$ cat config.mk
export PLATFORM = sky130hd
export DESIGN_NAME = firTop
export DESIGN_NICKNAME = d
export VERILOG_FILES = /design/src/design/firPkg.sv /design/src/design/apbRegs.sv /design/src/design/coeffStore.sv /design/src/design/firTop.sv /design/src/design/macEngine.sv /design/src/design/sampleLine.sv
export SDC_FILE = /design/constraint.sdc
export NUM_CORES = 1
export LEC_CHECK = 0
export BUFFER_PORTS_ARGS = -buffer_cell sky130_fd_sc_hd__clkbuf_2
export CAP_MARGIN = 40
export CELL_PAD_IN_SITES_DETAIL_PLACEMENT = 0
export CELL_PAD_IN_SITES_GLOBAL_PLACEMENT = 2
export CORE_MARGIN = 1.5
export CORE_UTILIZATION = 41
export CTS_CLUSTER_DIAMETER = 150
export DETAILED_ROUTE_END_ITERATION = 7
export GPL_TIMING_DRIVEN = 0
export PLACE_DENSITY_LB_ADDON = 0.1
export SYNTH_ARGS = -nofsm -noshare
export SYNTH_HDL_FRONTEND = slang
export SYNTH_HIERARCHICAL = 1
export SYNTH_SLANG_ARGS = --single-unit
$ cat constraint.sdc
create_clock -name clock -period 5.1 [get_ports clock]
set_clock_uncertainty 0.15 [all_clocks]
set_input_delay 0.765 -clock clock [delete_from_list [all_inputs] [get_ports clock]]
set_output_delay 0.765 -clock clock [all_outputs]
set_load 0.01 [all_outputs]
$ cat src/design/firPkg.sv
/*
 * FIR filter shared definitions.
 * Holds the APB register map, the bus widths and the rule that sizes
 * the full-precision accumulator and output of the filter.
 */

package firPkg;

	// The APB data bus is a full 32-bit word.
	localparam int apbDataWidth = 32;

	// The map spans 4 KB, which is enough for the coefficient window.
	localparam int apbAddrWidth = 12;

	// Control register. Bit 0 is enable, bit 1 is a clear of the sample history.
	localparam logic [apbAddrWidth-1:0] regControl = 12'h000;

	// Status register, read only.
	// Bit 0 is engine busy and the upper half counts accepted samples.
	localparam logic [apbAddrWidth-1:0] regStatus = 12'h004;

	// First coefficient word. Coefficient k sits at coeffBase + 4*k.
	localparam logic [apbAddrWidth-1:0] coeffBase = 12'h100;

	// A product of two samples needs twice the sample width.
	// Summing taps products adds ceil(log2(taps)) bits of growth on top.
	function automatic int accWidth(input int dataWidth, input int taps);
		return 2 * dataWidth + $clog2(taps);
	endfunction

endpackage

$ cat src/design/apbRegs.sv
/*
 * APB register block of the FIR filter.
 * Decodes control, status and the coefficient window. Register accesses
 * finish in their first access cycle, while coefficient accesses become a
 * held request to the shared coefficient store and stretch pReady until
 * the store has answered. Unmapped addresses finish with pSlvErr.
 */

`timescale 1ns/1ps

module apbRegs import firPkg::*; #(
	parameter int TAPS = 16,
	parameter int DATA_WIDTH = 8
) (
	input  logic                        clock,
	input  logic                        rstN,
	input  logic                        pSel,
	input  logic                        pEnable,
	input  logic                        pWrite,
	input  logic [apbAddrWidth-1:0]     pAddr,
	input  logic [apbDataWidth-1:0]     pWData,
	output logic [apbDataWidth-1:0]     pRData,
	output logic                        pReady,
	output logic                        pSlvErr,
	output logic                        hostReq,
	output logic                        hostWrite,
	output logic [$clog2(TAPS)-1:0]     hostAddr,
	output logic [DATA_WIDTH-1:0]       hostWData,
	input  logic                        hostGrant,
	input  logic [DATA_WIDTH-1:0]       hostRData,
	output logic                        enable,
	output logic                        clearLine,
	input  logic                        busy,
	input  logic                        sampleAccepted
);

	localparam int idxBits = $clog2(TAPS);

	logic                    access;
	logic                    isControl;
	logic                    isStatus;
	logic                    isCoeff;
	logic                    readPending;
	logic [apbAddrWidth-1:0] coeffOffset;
	logic [15:0]             sampleCount;

	// The access phase is the second cycle of every APB transfer.
	assign access = pSel && pEnable;

	// Offset into the coefficient window, used for both range check and index.
	assign coeffOffset = pAddr - coeffBase;

	assign isControl = (pAddr == regControl);
	assign isStatus = (pAddr == regStatus);

	// Only word-aligned addresses that land on an existing tap are valid.
	assign isCoeff = (pAddr >= coeffBase) && (coeffOffset[1:0] == 2'b00)
		&& (coeffOffset[apbAddrWidth-1:2] < TAPS);

	// The request stays up until granted. Once a read has its grant, the
	// request drops while the data comes back.
	assign hostReq = access && isCoeff && !readPending;
	assign hostWrite = pWrite;
	assign hostAddr = coeffOffset[idxBits+1:2];
	assign hostWData = pWData[DATA_WIDTH-1:0];

	// A coefficient write finishes on its grant edge.
	// A coefficient read finishes one cycle later, when the data is out.
	assign pReady = access && (isCoeff ? (pWrite ? hostGrant : readPending) : 1'b1);

	assign pSlvErr = access && !(isControl || isStatus || isCoeff);

	// Marks the cycle in which the store's read data is valid for the host.
	always_ff @(posedge clock or negedge rstN) begin
		if (!rstN) begin
			readPending <= 1'b0;
		end else if (readPending) begin
			readPending <= 1'b0;
		end else if (hostReq && hostGrant && !hostWrite) begin
			readPending <= 1'b1;
		end
	end

	// Control register. Clear is a self-clearing pulse toward the delay line.
	always_ff @(posedge clock or negedge rstN) begin
		if (!rstN) begin
			enable <= 1'b0;
			clearLine <= 1'b0;
		end else if (access && pWrite && isControl) begin
			enable <= pWData[0];
			clearLine <= pWData[1];
		end else begin
			clearLine <= 1'b0;
		end
	end

	// Free-running count of accepted samples, wrapping at 16 bits.
	always_ff @(posedge clock or negedge rstN) begin
		if (!rstN) begin
			sampleCount <= '0;
		end else if (sampleAccepted) begin
			sampleCount <= sampleCount + 16'd1;
		end
	end

	// Read data mux. Clear always reads back as zero and unmapped reads return 0.
	always_comb begin
		pRData = '0;
		if (isControl) begin
			pRData[0] = enable;
		end else if (isStatus) begin
			pRData[apbDataWidth-1 -: 16] = sampleCount;
			pRData[0] = busy;
		end else if (isCoeff) begin
			// Coefficients are signed, so the sign bit fills the upper word.
			pRData = {{(apbDataWidth - DATA_WIDTH){hostRData[DATA_WIDTH-1]}}, hostRData};
		end
	end

endmodule

$ cat src/design/coeffStore.sv
/*
 * Coefficient store of the FIR filter.
 * TAPS words of DATA_WIDTH bits shared by the host and the MAC engine.
 * A fixed-priority arbiter always serves the engine first; the host is
 * granted only in cycles without an engine request. Reads take one cycle.
 */

`timescale 1ns/1ps

module coeffStore #(
	parameter int TAPS = 16,
	parameter int DATA_WIDTH = 8
) (
	input  logic                    clock,
	input  logic                    rstN,
	input  logic                    hostReq,
	input  logic                    hostWrite,
	input  logic [$clog2(TAPS)-1:0] hostAddr,
	input  logic [DATA_WIDTH-1:0]   hostWData,
	output logic                    hostGrant,
	output logic [DATA_WIDTH-1:0]   hostRData,
	input  logic                    engReq,
	input  logic [$clog2(TAPS)-1:0] engAddr,
	output logic [DATA_WIDTH-1:0]   engRData
);

	logic [DATA_WIDTH-1:0]   coeffMem [TAPS];
	logic [DATA_WIDTH-1:0]   readData;
	logic [$clog2(TAPS)-1:0] readAddr;

	// The engine never waits, so the host only gets idle cycles.
	assign hostGrant = hostReq && !engReq;

	// Address mux follows the winner of the arbitration.
	assign readAddr = engReq ? engAddr : hostAddr;

	// Host writes commit on the grant edge.
	always_ff @(posedge clock or negedge rstN) begin
		if (!rstN) begin
			for (int i = 0; i < TAPS; i++) begin
				coeffMem[i] <= '0;
			end
		end else if (hostGrant && hostWrite) begin
			coeffMem[hostAddr] <= hostWData;
		end
	end

	// One read register serves both ports. It only loads for the port that
	// won, so the host's data survives until the cycle after its grant.
	always_ff @(posedge clock or negedge rstN) begin
		if (!rstN) begin
			readData <= '0;
		end else if (engReq || (hostGrant && !hostWrite)) begin
			readData <= coeffMem[readAddr];
		end
	end

	assign hostRData = readData;
	assign engRData = readData;

endmodule

$ cat src/design/firTop.sv
/*
 * Streaming FIR filter, top level.
 * Ties the APB register block, the shared coefficient store, the sample
 * delay line and the MAC engine together and hands down TAPS and DATA_WIDTH.
 */

`timescale 1ns/1ps

module firTop import firPkg::*; #(
	parameter int TAPS = 16,
	parameter int DATA_WIDTH = 8
) (
	input  logic                                         clock,
	input  logic                                         rstN,
	input  logic                                         pSel,
	input  logic                                         pEnable,
	input  logic                                         pWrite,
	input  logic [apbAddrWidth-1:0]                      pAddr,
	input  logic [apbDataWidth-1:0]                      pWData,
	output logic [apbDataWidth-1:0]                      pRData,
	output logic                                         pReady,
	output logic                                         pSlvErr,
	input  logic signed [DATA_WIDTH-1:0]                 sampleIn,
	input  logic                                         sampleValid,
	output logic                                         sampleReady,
	output logic signed [accWidth(DATA_WIDTH, TAPS)-1:0] firOut,
	output logic                                         outValid,
	input  logic                                         outReady
);

	logic                         hostReq;
	logic                         hostWrite;
	logic [$clog2(TAPS)-1:0]      hostAddr;
	logic [DATA_WIDTH-1:0]        hostWData;
	logic                         hostGrant;
	logic [DATA_WIDTH-1:0]        hostRData;
	logic                         engReq;
	logic [$clog2(TAPS)-1:0]      engAddr;
	logic [DATA_WIDTH-1:0]        engRData;
	logic                         enable;
	logic                         clearLine;
	logic                         busy;
	logic                         sampleAccepted;
	logic                         shiftIn;
	logic signed [DATA_WIDTH-1:0] shiftData;
	logic [$clog2(TAPS)-1:0]      tapAddr;
	logic signed [DATA_WIDTH-1:0] tapData;

	apbRegs #(.TAPS(TAPS), .DATA_WIDTH(DATA_WIDTH)) uApbRegs (
		.clock, .rstN, .pSel, .pEnable, .pWrite, .pAddr, .pWData, .pRData,
		.pReady, .pSlvErr, .hostReq, .hostWrite, .hostAddr, .hostWData,
		.hostGrant, .hostRData, .enable, .clearLine, .busy, .sampleAccepted
	);

	coeffStore #(.TAPS(TAPS), .DATA_WIDTH(DATA_WIDTH)) uCoeffStore (
		.clock, .rstN, .hostReq, .hostWrite, .hostAddr, .hostWData,
		.hostGrant, .hostRData, .engReq, .engAddr, .engRData
	);

	sampleLine #(.TAPS(TAPS), .DATA_WIDTH(DATA_WIDTH)) uSampleLine (
		.clock, .rstN, .shiftIn, .shiftData, .clearLine, .tapAddr, .tapData
	);

	macEngine #(.TAPS(TAPS), .DATA_WIDTH(DATA_WIDTH)) uMacEngine (
		.clock, .rstN, .enable, .sampleIn, .sampleValid, .sampleReady,
		.shiftIn, .shiftData, .tapAddr, .tapData, .engReq, .engAddr,
		.engRData, .busy, .sampleAccepted, .firOut, .outValid, .outReady
	);

endmodule

$ cat src/design/macEngine.sv
/*
 * Multiply-accumulate engine of the FIR filter.
 * Accepts one sample, shifts it into the delay line and then walks all
 * taps, reading coefficient TAPS-1-k against sample k. Issue, multiply and
 * accumulate are pipelined so that taps overlap. The full-precision sum is
 * presented on the output stream and held until it is taken.
 */

`timescale 1ns/1ps

module macEngine import firPkg::*; #(
	parameter int TAPS = 16,
	parameter int DATA_WIDTH = 8
) (
	input  logic                                          clock,
	input  logic                                          rstN,
	input  logic                                          enable,
	input  logic signed [DATA_WIDTH-1:0]                  sampleIn,
	input  logic                                          sampleValid,
	output logic                                          sampleReady,
	output logic                                          shiftIn,
	output logic signed [DATA_WIDTH-1:0]                  shiftData,
	output logic [$clog2(TAPS)-1:0]                       tapAddr,
	input  logic signed [DATA_WIDTH-1:0]                  tapData,
	output logic                                          engReq,
	output logic [$clog2(TAPS)-1:0]                       engAddr,
	input  logic signed [DATA_WIDTH-1:0]                  engRData,
	output logic                                          busy,
	output logic                                          sampleAccepted,
	output logic signed [accWidth(DATA_WIDTH, TAPS)-1:0]  firOut,
	output logic                                          outValid,
	input  logic                                          outReady
);

	localparam int tapBits = $clog2(TAPS);
	localparam int accW = accWidth(DATA_WIDTH, TAPS);
	localparam logic [tapBits-1:0] lastTap = tapBits'(TAPS - 1);

	logic                           accept;
	logic                           running;
	logic [tapBits-1:0]             tapCount;
	logic                           rdValid;
	logic                           rdLast;
	logic                           prodValid;
	logic                           prodLast;
	logic signed [DATA_WIDTH-1:0]   sampleDly;
	logic signed [2*DATA_WIDTH-1:0] prodReg;
	logic signed [accW-1:0]         acc;

	// Busy covers every pipeline stage, not only the issue cycles.
	assign busy = running || rdValid || prodValid;

	// A new sample is taken only when nothing is in flight or waiting.
	assign sampleReady = enable && !busy && !outValid;
	assign accept = sampleValid && sampleReady;
	assign sampleAccepted = accept;

	// The sample enters the line on its accept edge, so tap 0 is already
	// the newest sample in the first issue cycle.
	assign shiftIn = accept;
	assign shiftData = sampleIn;

	// Sample k pairs with coefficient TAPS-1-k.
	assign tapAddr = tapCount;
	assign engReq = running;
	assign engAddr = lastTap - tapCount;

	// Issue stage. One tap per cycle for TAPS cycles after an accept.
	always_ff @(posedge clock or negedge rstN) begin
		if (!rstN) begin
			running <= 1'b0;
			tapCount <= '0;
		end else if (accept) begin
			running <= 1'b1;
			tapCount <= '0;
		end else if (running) begin
			if (tapCount == lastTap) begin
				running <= 1'b0;
				tapCount <= '0;
			end else begin
				tapCount <= tapCount + 1'b1;
			end
		end
	end

	// Valid and last flags follow the data through the read and multiply stages.
	always_ff @(posedge clock or negedge rstN) begin
		if (!rstN) begin
			rdValid <= 1'b0;
			rdLast <= 1'b0;
			prodValid <= 1'b0;
			prodLast <= 1'b0;
		end else begin
			rdValid <= running;
			rdLast <= running && (tapCount == lastTap);
			prodValid <= rdValid;
			prodLast <= rdLast;
		end
	end

	// The sample is delayed one stage to line up with the coefficient,
	// which comes back from the store a cycle after the request.
	always_ff @(posedge clock) begin
		sampleDly <= tapData;
		prodReg <= engRData * sampleDly;
	end

	// Accumulator. It doubles as the output register, and stays still
	// while the result waits, since no new sample can start.
	always_ff @(posedge clock or negedge rstN) begin
		if (!rstN) begin
			acc <= '0;
		end else if (accept) begin
			acc <= '0;
		end else if (prodValid) begin
			acc <= acc + prodReg;
		end
	end

	// The last product lands on the same edge that raises outValid.
	always_ff @(posedge clock or negedge rstN) begin
		if (!rstN) begin
			outValid <= 1'b0;
		end else if (prodValid && prodLast) begin
			outValid <= 1'b1;
		end else if (outReady) begin
			outValid <= 1'b0;
		end
	end

	assign firOut = acc;

endmodule

$ cat src/design/sampleLine.sv
/*
 * Sample delay line of the FIR filter.
 * Keeps the last TAPS samples, newest at tap 0, and offers any tap on
 * a combinational read port. A clear zeroes the whole history.
 */

`timescale 1ns/1ps

module sampleLine #(
	parameter int TAPS = 16,
	parameter int DATA_WIDTH = 8
) (
	input  logic                         clock,
	input  logic                         rstN,
	input  logic                         shiftIn,
	input  logic signed [DATA_WIDTH-1:0] shiftData,
	input  logic                         clearLine,
	input  logic [$clog2(TAPS)-1:0]      tapAddr,
	output logic signed [DATA_WIDTH-1:0] tapData
);

	logic signed [DATA_WIDTH-1:0] taps [TAPS];

	// Clear wins over a shift arriving on the same edge.
	always_ff @(posedge clock or negedge rstN) begin
		if (!rstN) begin
			for (int i = 0; i < TAPS; i++) begin
				taps[i] <= '0;
			end
		end else if (clearLine) begin
			for (int i = 0; i < TAPS; i++) begin
				taps[i] <= '0;
			end
		end else if (shiftIn) begin
			// Older samples move one place toward the end of the line.
			for (int i = TAPS - 1; i > 0; i--) begin
				taps[i] <= taps[i-1];
			end
			taps[0] <= shiftData;
		end
	end

	// The engine reads the tap it needs in the same cycle it asks for it.
	assign tapData = taps[tapAddr];

endmodule

==> impl_metrics.json <==
{
  "status": "complete, no violations",
  "io_buffers": 76,
  "post-route-util_pct": 47.29,
  "p_leak_uw": 0.01070,
  "drcViolationCount": 0,
  "clkSlewWorstSetupHoldPaths_ns": 0.06,
  "cts_buffers": 42,
  "setup_tns_ns": 0,
  "yosysSeqAreaShare_pct": 41.40,
  "dieArea_um2": 50310,
  "setup_slack_ns": 0.3361,
  "worst_hold_path_type": "in -> async",
  "grt_pass1_vias": 14890,
  "clockBufferDepth": 3,
  "r2r_slack_ns": 0.34,
  "worst_ep_required_time_ns": 5.41,
  "grt_max_degree": 95,
  "critPathCaptureType": "register",
  "min_period_ns": 4.764,
  "clockRootBuffer": "clkbuf_16",
  "drtAntennaViolNets": 0,
  "grt_usage_pct": 23.40,
  "initial_core_util_pct": 41.79,
  "num_antenna_cells": 0,
  "htreeDepth": 2,
  "finalSetupViolations": 0,
  "wire_per_inst_um": 21.82,
  "finalCritPeriodShare_pct": 93.41,
  "num_io_pins": 115,
  "relSlewSlack_pct": 39.16,
  "place.gp.congestion": 0.8355,
  "grt_setup_unrepaired": "false",
  "antenna_found_initial": 0,
  "vias": 14680,
  "maxCapViolCount": 0,
  "cts_tree": "yes",
  "grt_overflow": 0,
  "vias_per_cell": 5.550,
  "area_delta_synth_final_pct": 13.16,
  "drv_slew": 0,
  "syn-cell-area_um2": 20080,
  "syn_nets": 2036,
  "syn_inst": 1871,
  "layout.nets": 2163,
  "dp_hpwl_mm": 41.23,
  "core-area_um2": 48050,
  "ir_drop_mv": 0.1993,
  "drtPass1Iterations": 5,
  "crit_arrival_ns": 5.07,
  "drt_iter0_drc": 992,
  "avgSynthCellArea_um2": 10.73,
  "hold_viol": 0,
  "cts_hold_buf": 0,
  "ys_ff_latch": 337,
  "synth_edf_count": 0,
  "yosys_warnings": 6,
  "critPathKind": "reg -> reg",
  "num_rows": 80,
  "start_kind": "register",
  "powerDensity_nw_per_um2": 279.7,
  "fmax_mhz": 209.9,
  "tightest_slew_ns": 0.9116,
  "crit_fanout": 10,
  "chipHeight_um": 224.3,
  "ys_types": 96,
  "clk_latency_ns": 0.58,
  "ys_async_sr_fraction_pct": 92.88,
  "rr_worst_depth": 15,
  "grt_pass1_wl_mm": 89.48,
  "drive_gt1_share_pct": 23.10,
  "clock-sinks": 337,
  "drt_wl_total_mm": 57.71,
  "ys.flop_type": "dfrtp_1",
  "die_w_um": 224.3,
  "dp_slack_ns": 0.02679,
  "n_fill_cell": 4562
}
## critical path, cell delays in order, from the launching register on
cell and delay [ns]:
dfrtp_1 0.64, nand2_1 0.15, fa_1 0.55, inv_1 0.05, fa_1 0.46, fa_1 0.55
inv_1 0.06, fa_1 0.53, inv_1 0.04, ha_1 0.41, nand3_1 0.13, o2111ai_2 0.27
nand4_1 0.14, a21boi_1 0.25, o22ai_1 0.13, xnor2_1 0.13
## routing by layer
metal	up-vias	track usage, %	share of wire (%)	routed length, um
li1	6759	-	-	-
met1	7438	32.56	46	26670
met2	379	37.69	46	26760
met3	103	3.331	4.6	2673
met4	0	7.642	2.8	1604
met5	-	0	0	0
## metrics by stage
step / cell area [um^2] / total power [uW] / instances / hold WS [ns]
after floorplan: 20080 / 3175 / 1871 / 0.1812
after global placement: 21230 / 3430 / 2562 / 0.1845
after detailed placement: 21340 / 3446 / 2568 / 0.1962
after CTS: 22700 / 6446 / 2644 / 0.02214
after global routing: 22720 / 6609 / 2645 / 0.05430
final: 22720 / 6355 / 2645 / 0.01689
## state kept, by name, indices dropped and copies added, names as in the netlist
name	cells
uApbRegs/enable	1
uApbRegs/sampleCount	16
uMacEngine/firOut	20
uApbRegs/readPending	1
uCoeffStore/engRData	8
uMacEngine/outValid	1
uMacEngine/sampleDly	8
uCoeffStore/coeffMem	128
uMacEngine/prodValid	1
uApbRegs/clearLine	1
uMacEngine/prodLast	1
uMacEngine/prodReg	16
uMacEngine/rdLast	1
uSampleLine/taps	128
uMacEngine/engReq	1
uMacEngine/rdValid	1
uMacEngine/tapAddr	4
## synth_stat cells, drive strengths merged (23+ instances only)
library cell,n,area share (%)
a21oi,73,2.0
and2,52,1.6
clkbuf,34,0.74
o21ai,81,2.1
ha,50,3.1
mux4,32,3.9
buf,93,3.3
dfxtp,24,2.4
mux2i,133,6.6
nor2,218,4.2
nor3,23,0.79
xnor2,29,1.3
inv,115,2.2
a211oi,28,1.1
dfrtp,313,39
fa,56,5.6
nand2b,24,0.75
nand2,124,2.6
mux2,126,7.1
## area by class of cell
type	instances	area, um^2	area share (%)
multi-input cells	1287	10490	46.15
flip-flops and latches	337	8317	36.61
clock buffers	64	1225	5.392
plain buffers	130	843.3	3.712
well taps	615	769.5	3.387
repair buffers	83	501.7	2.208
inverters	117	442.9	1.950
clock inverters	12	135.1	0.5948
## power breakdown
group	switching [uW]	leakage (uW)	internal (uW)
Clock	1200	0.000667	1760
Sequential	60.8	0.00445	2710
Combinational	398	0.00558	223
Total	1660	0.0107	4700
## cell families (layout without fill, tap and decap cells)
logic type,Yosys count,after routing,synth area share (%)
AO/OA/AOI/OAI,315,315,10.81
buffers and inverters,247,406,6.406
AND/OR/NAND/NOR,534,534,13.29
multiplexers,291,291,17.60
adder cells (fa/ha/maj),106,106,8.699
flip-flops,337,337,41.40
XOR/XNOR,41,41,1.788
## timing repair
action	CTS	global route
endpoints found under the setup margin	0	2
resized for setup	0	5
buffers inserted	0	0
## worst paths after layout
kind,from,endpoint
max,uCoeffStore/engRData[4],uMacEngine/prodReg[15]
min,rstN,uApbRegs/sampleCount[11]
max reg2reg,uCoeffStore/engRData[4],uMacEngine/prodReg[15]
min reg2reg,uMacEngine/rdLast,uMacEngine/prodLast
max in group asynchronous,rstN,uSampleLine/taps[104]
min in group clock,uMacEngine/rdLast,uMacEngine/prodLast
## layout by cell type (no fill, tap or decap), types with 7 or more instances in the layout
cell / count
dfrtp_1: 311
nor2_1: 212
mux2i_1: 133
mux2_2: 124
inv_1: 112
nand2_1: 104
clkbuf_2: 75
o21ai_0: 72
a21oi_1: 62
fa_1: 56
and2_1: 52
ha_1: 50
buf_4: 47
clkbuf_1: 46
clkbuf_16: 43
buf_2: 33
xnor2_1: 29
a211oi_1: 26
nand2b_1: 24
dfxtp_1: 23
a22oi_1: 21
nand2_2: 20
nand3_1: 19
nor2b_1: 19
nor3_1: 18
mux4_2: 17
o211ai_1: 16
o22ai_1: 15
mux4_1: 14
buf_6: 13
and3_1: 12
xor2_1: 12
a21oi_2: 11
clkbuf_8: 10
o21a_1: 9
a21o_1: 9
nand4_1: 8
clkinv_2: 7
a2bb2oi_1: 7
No activity file was read; power rests on OpenSTA's default activity.
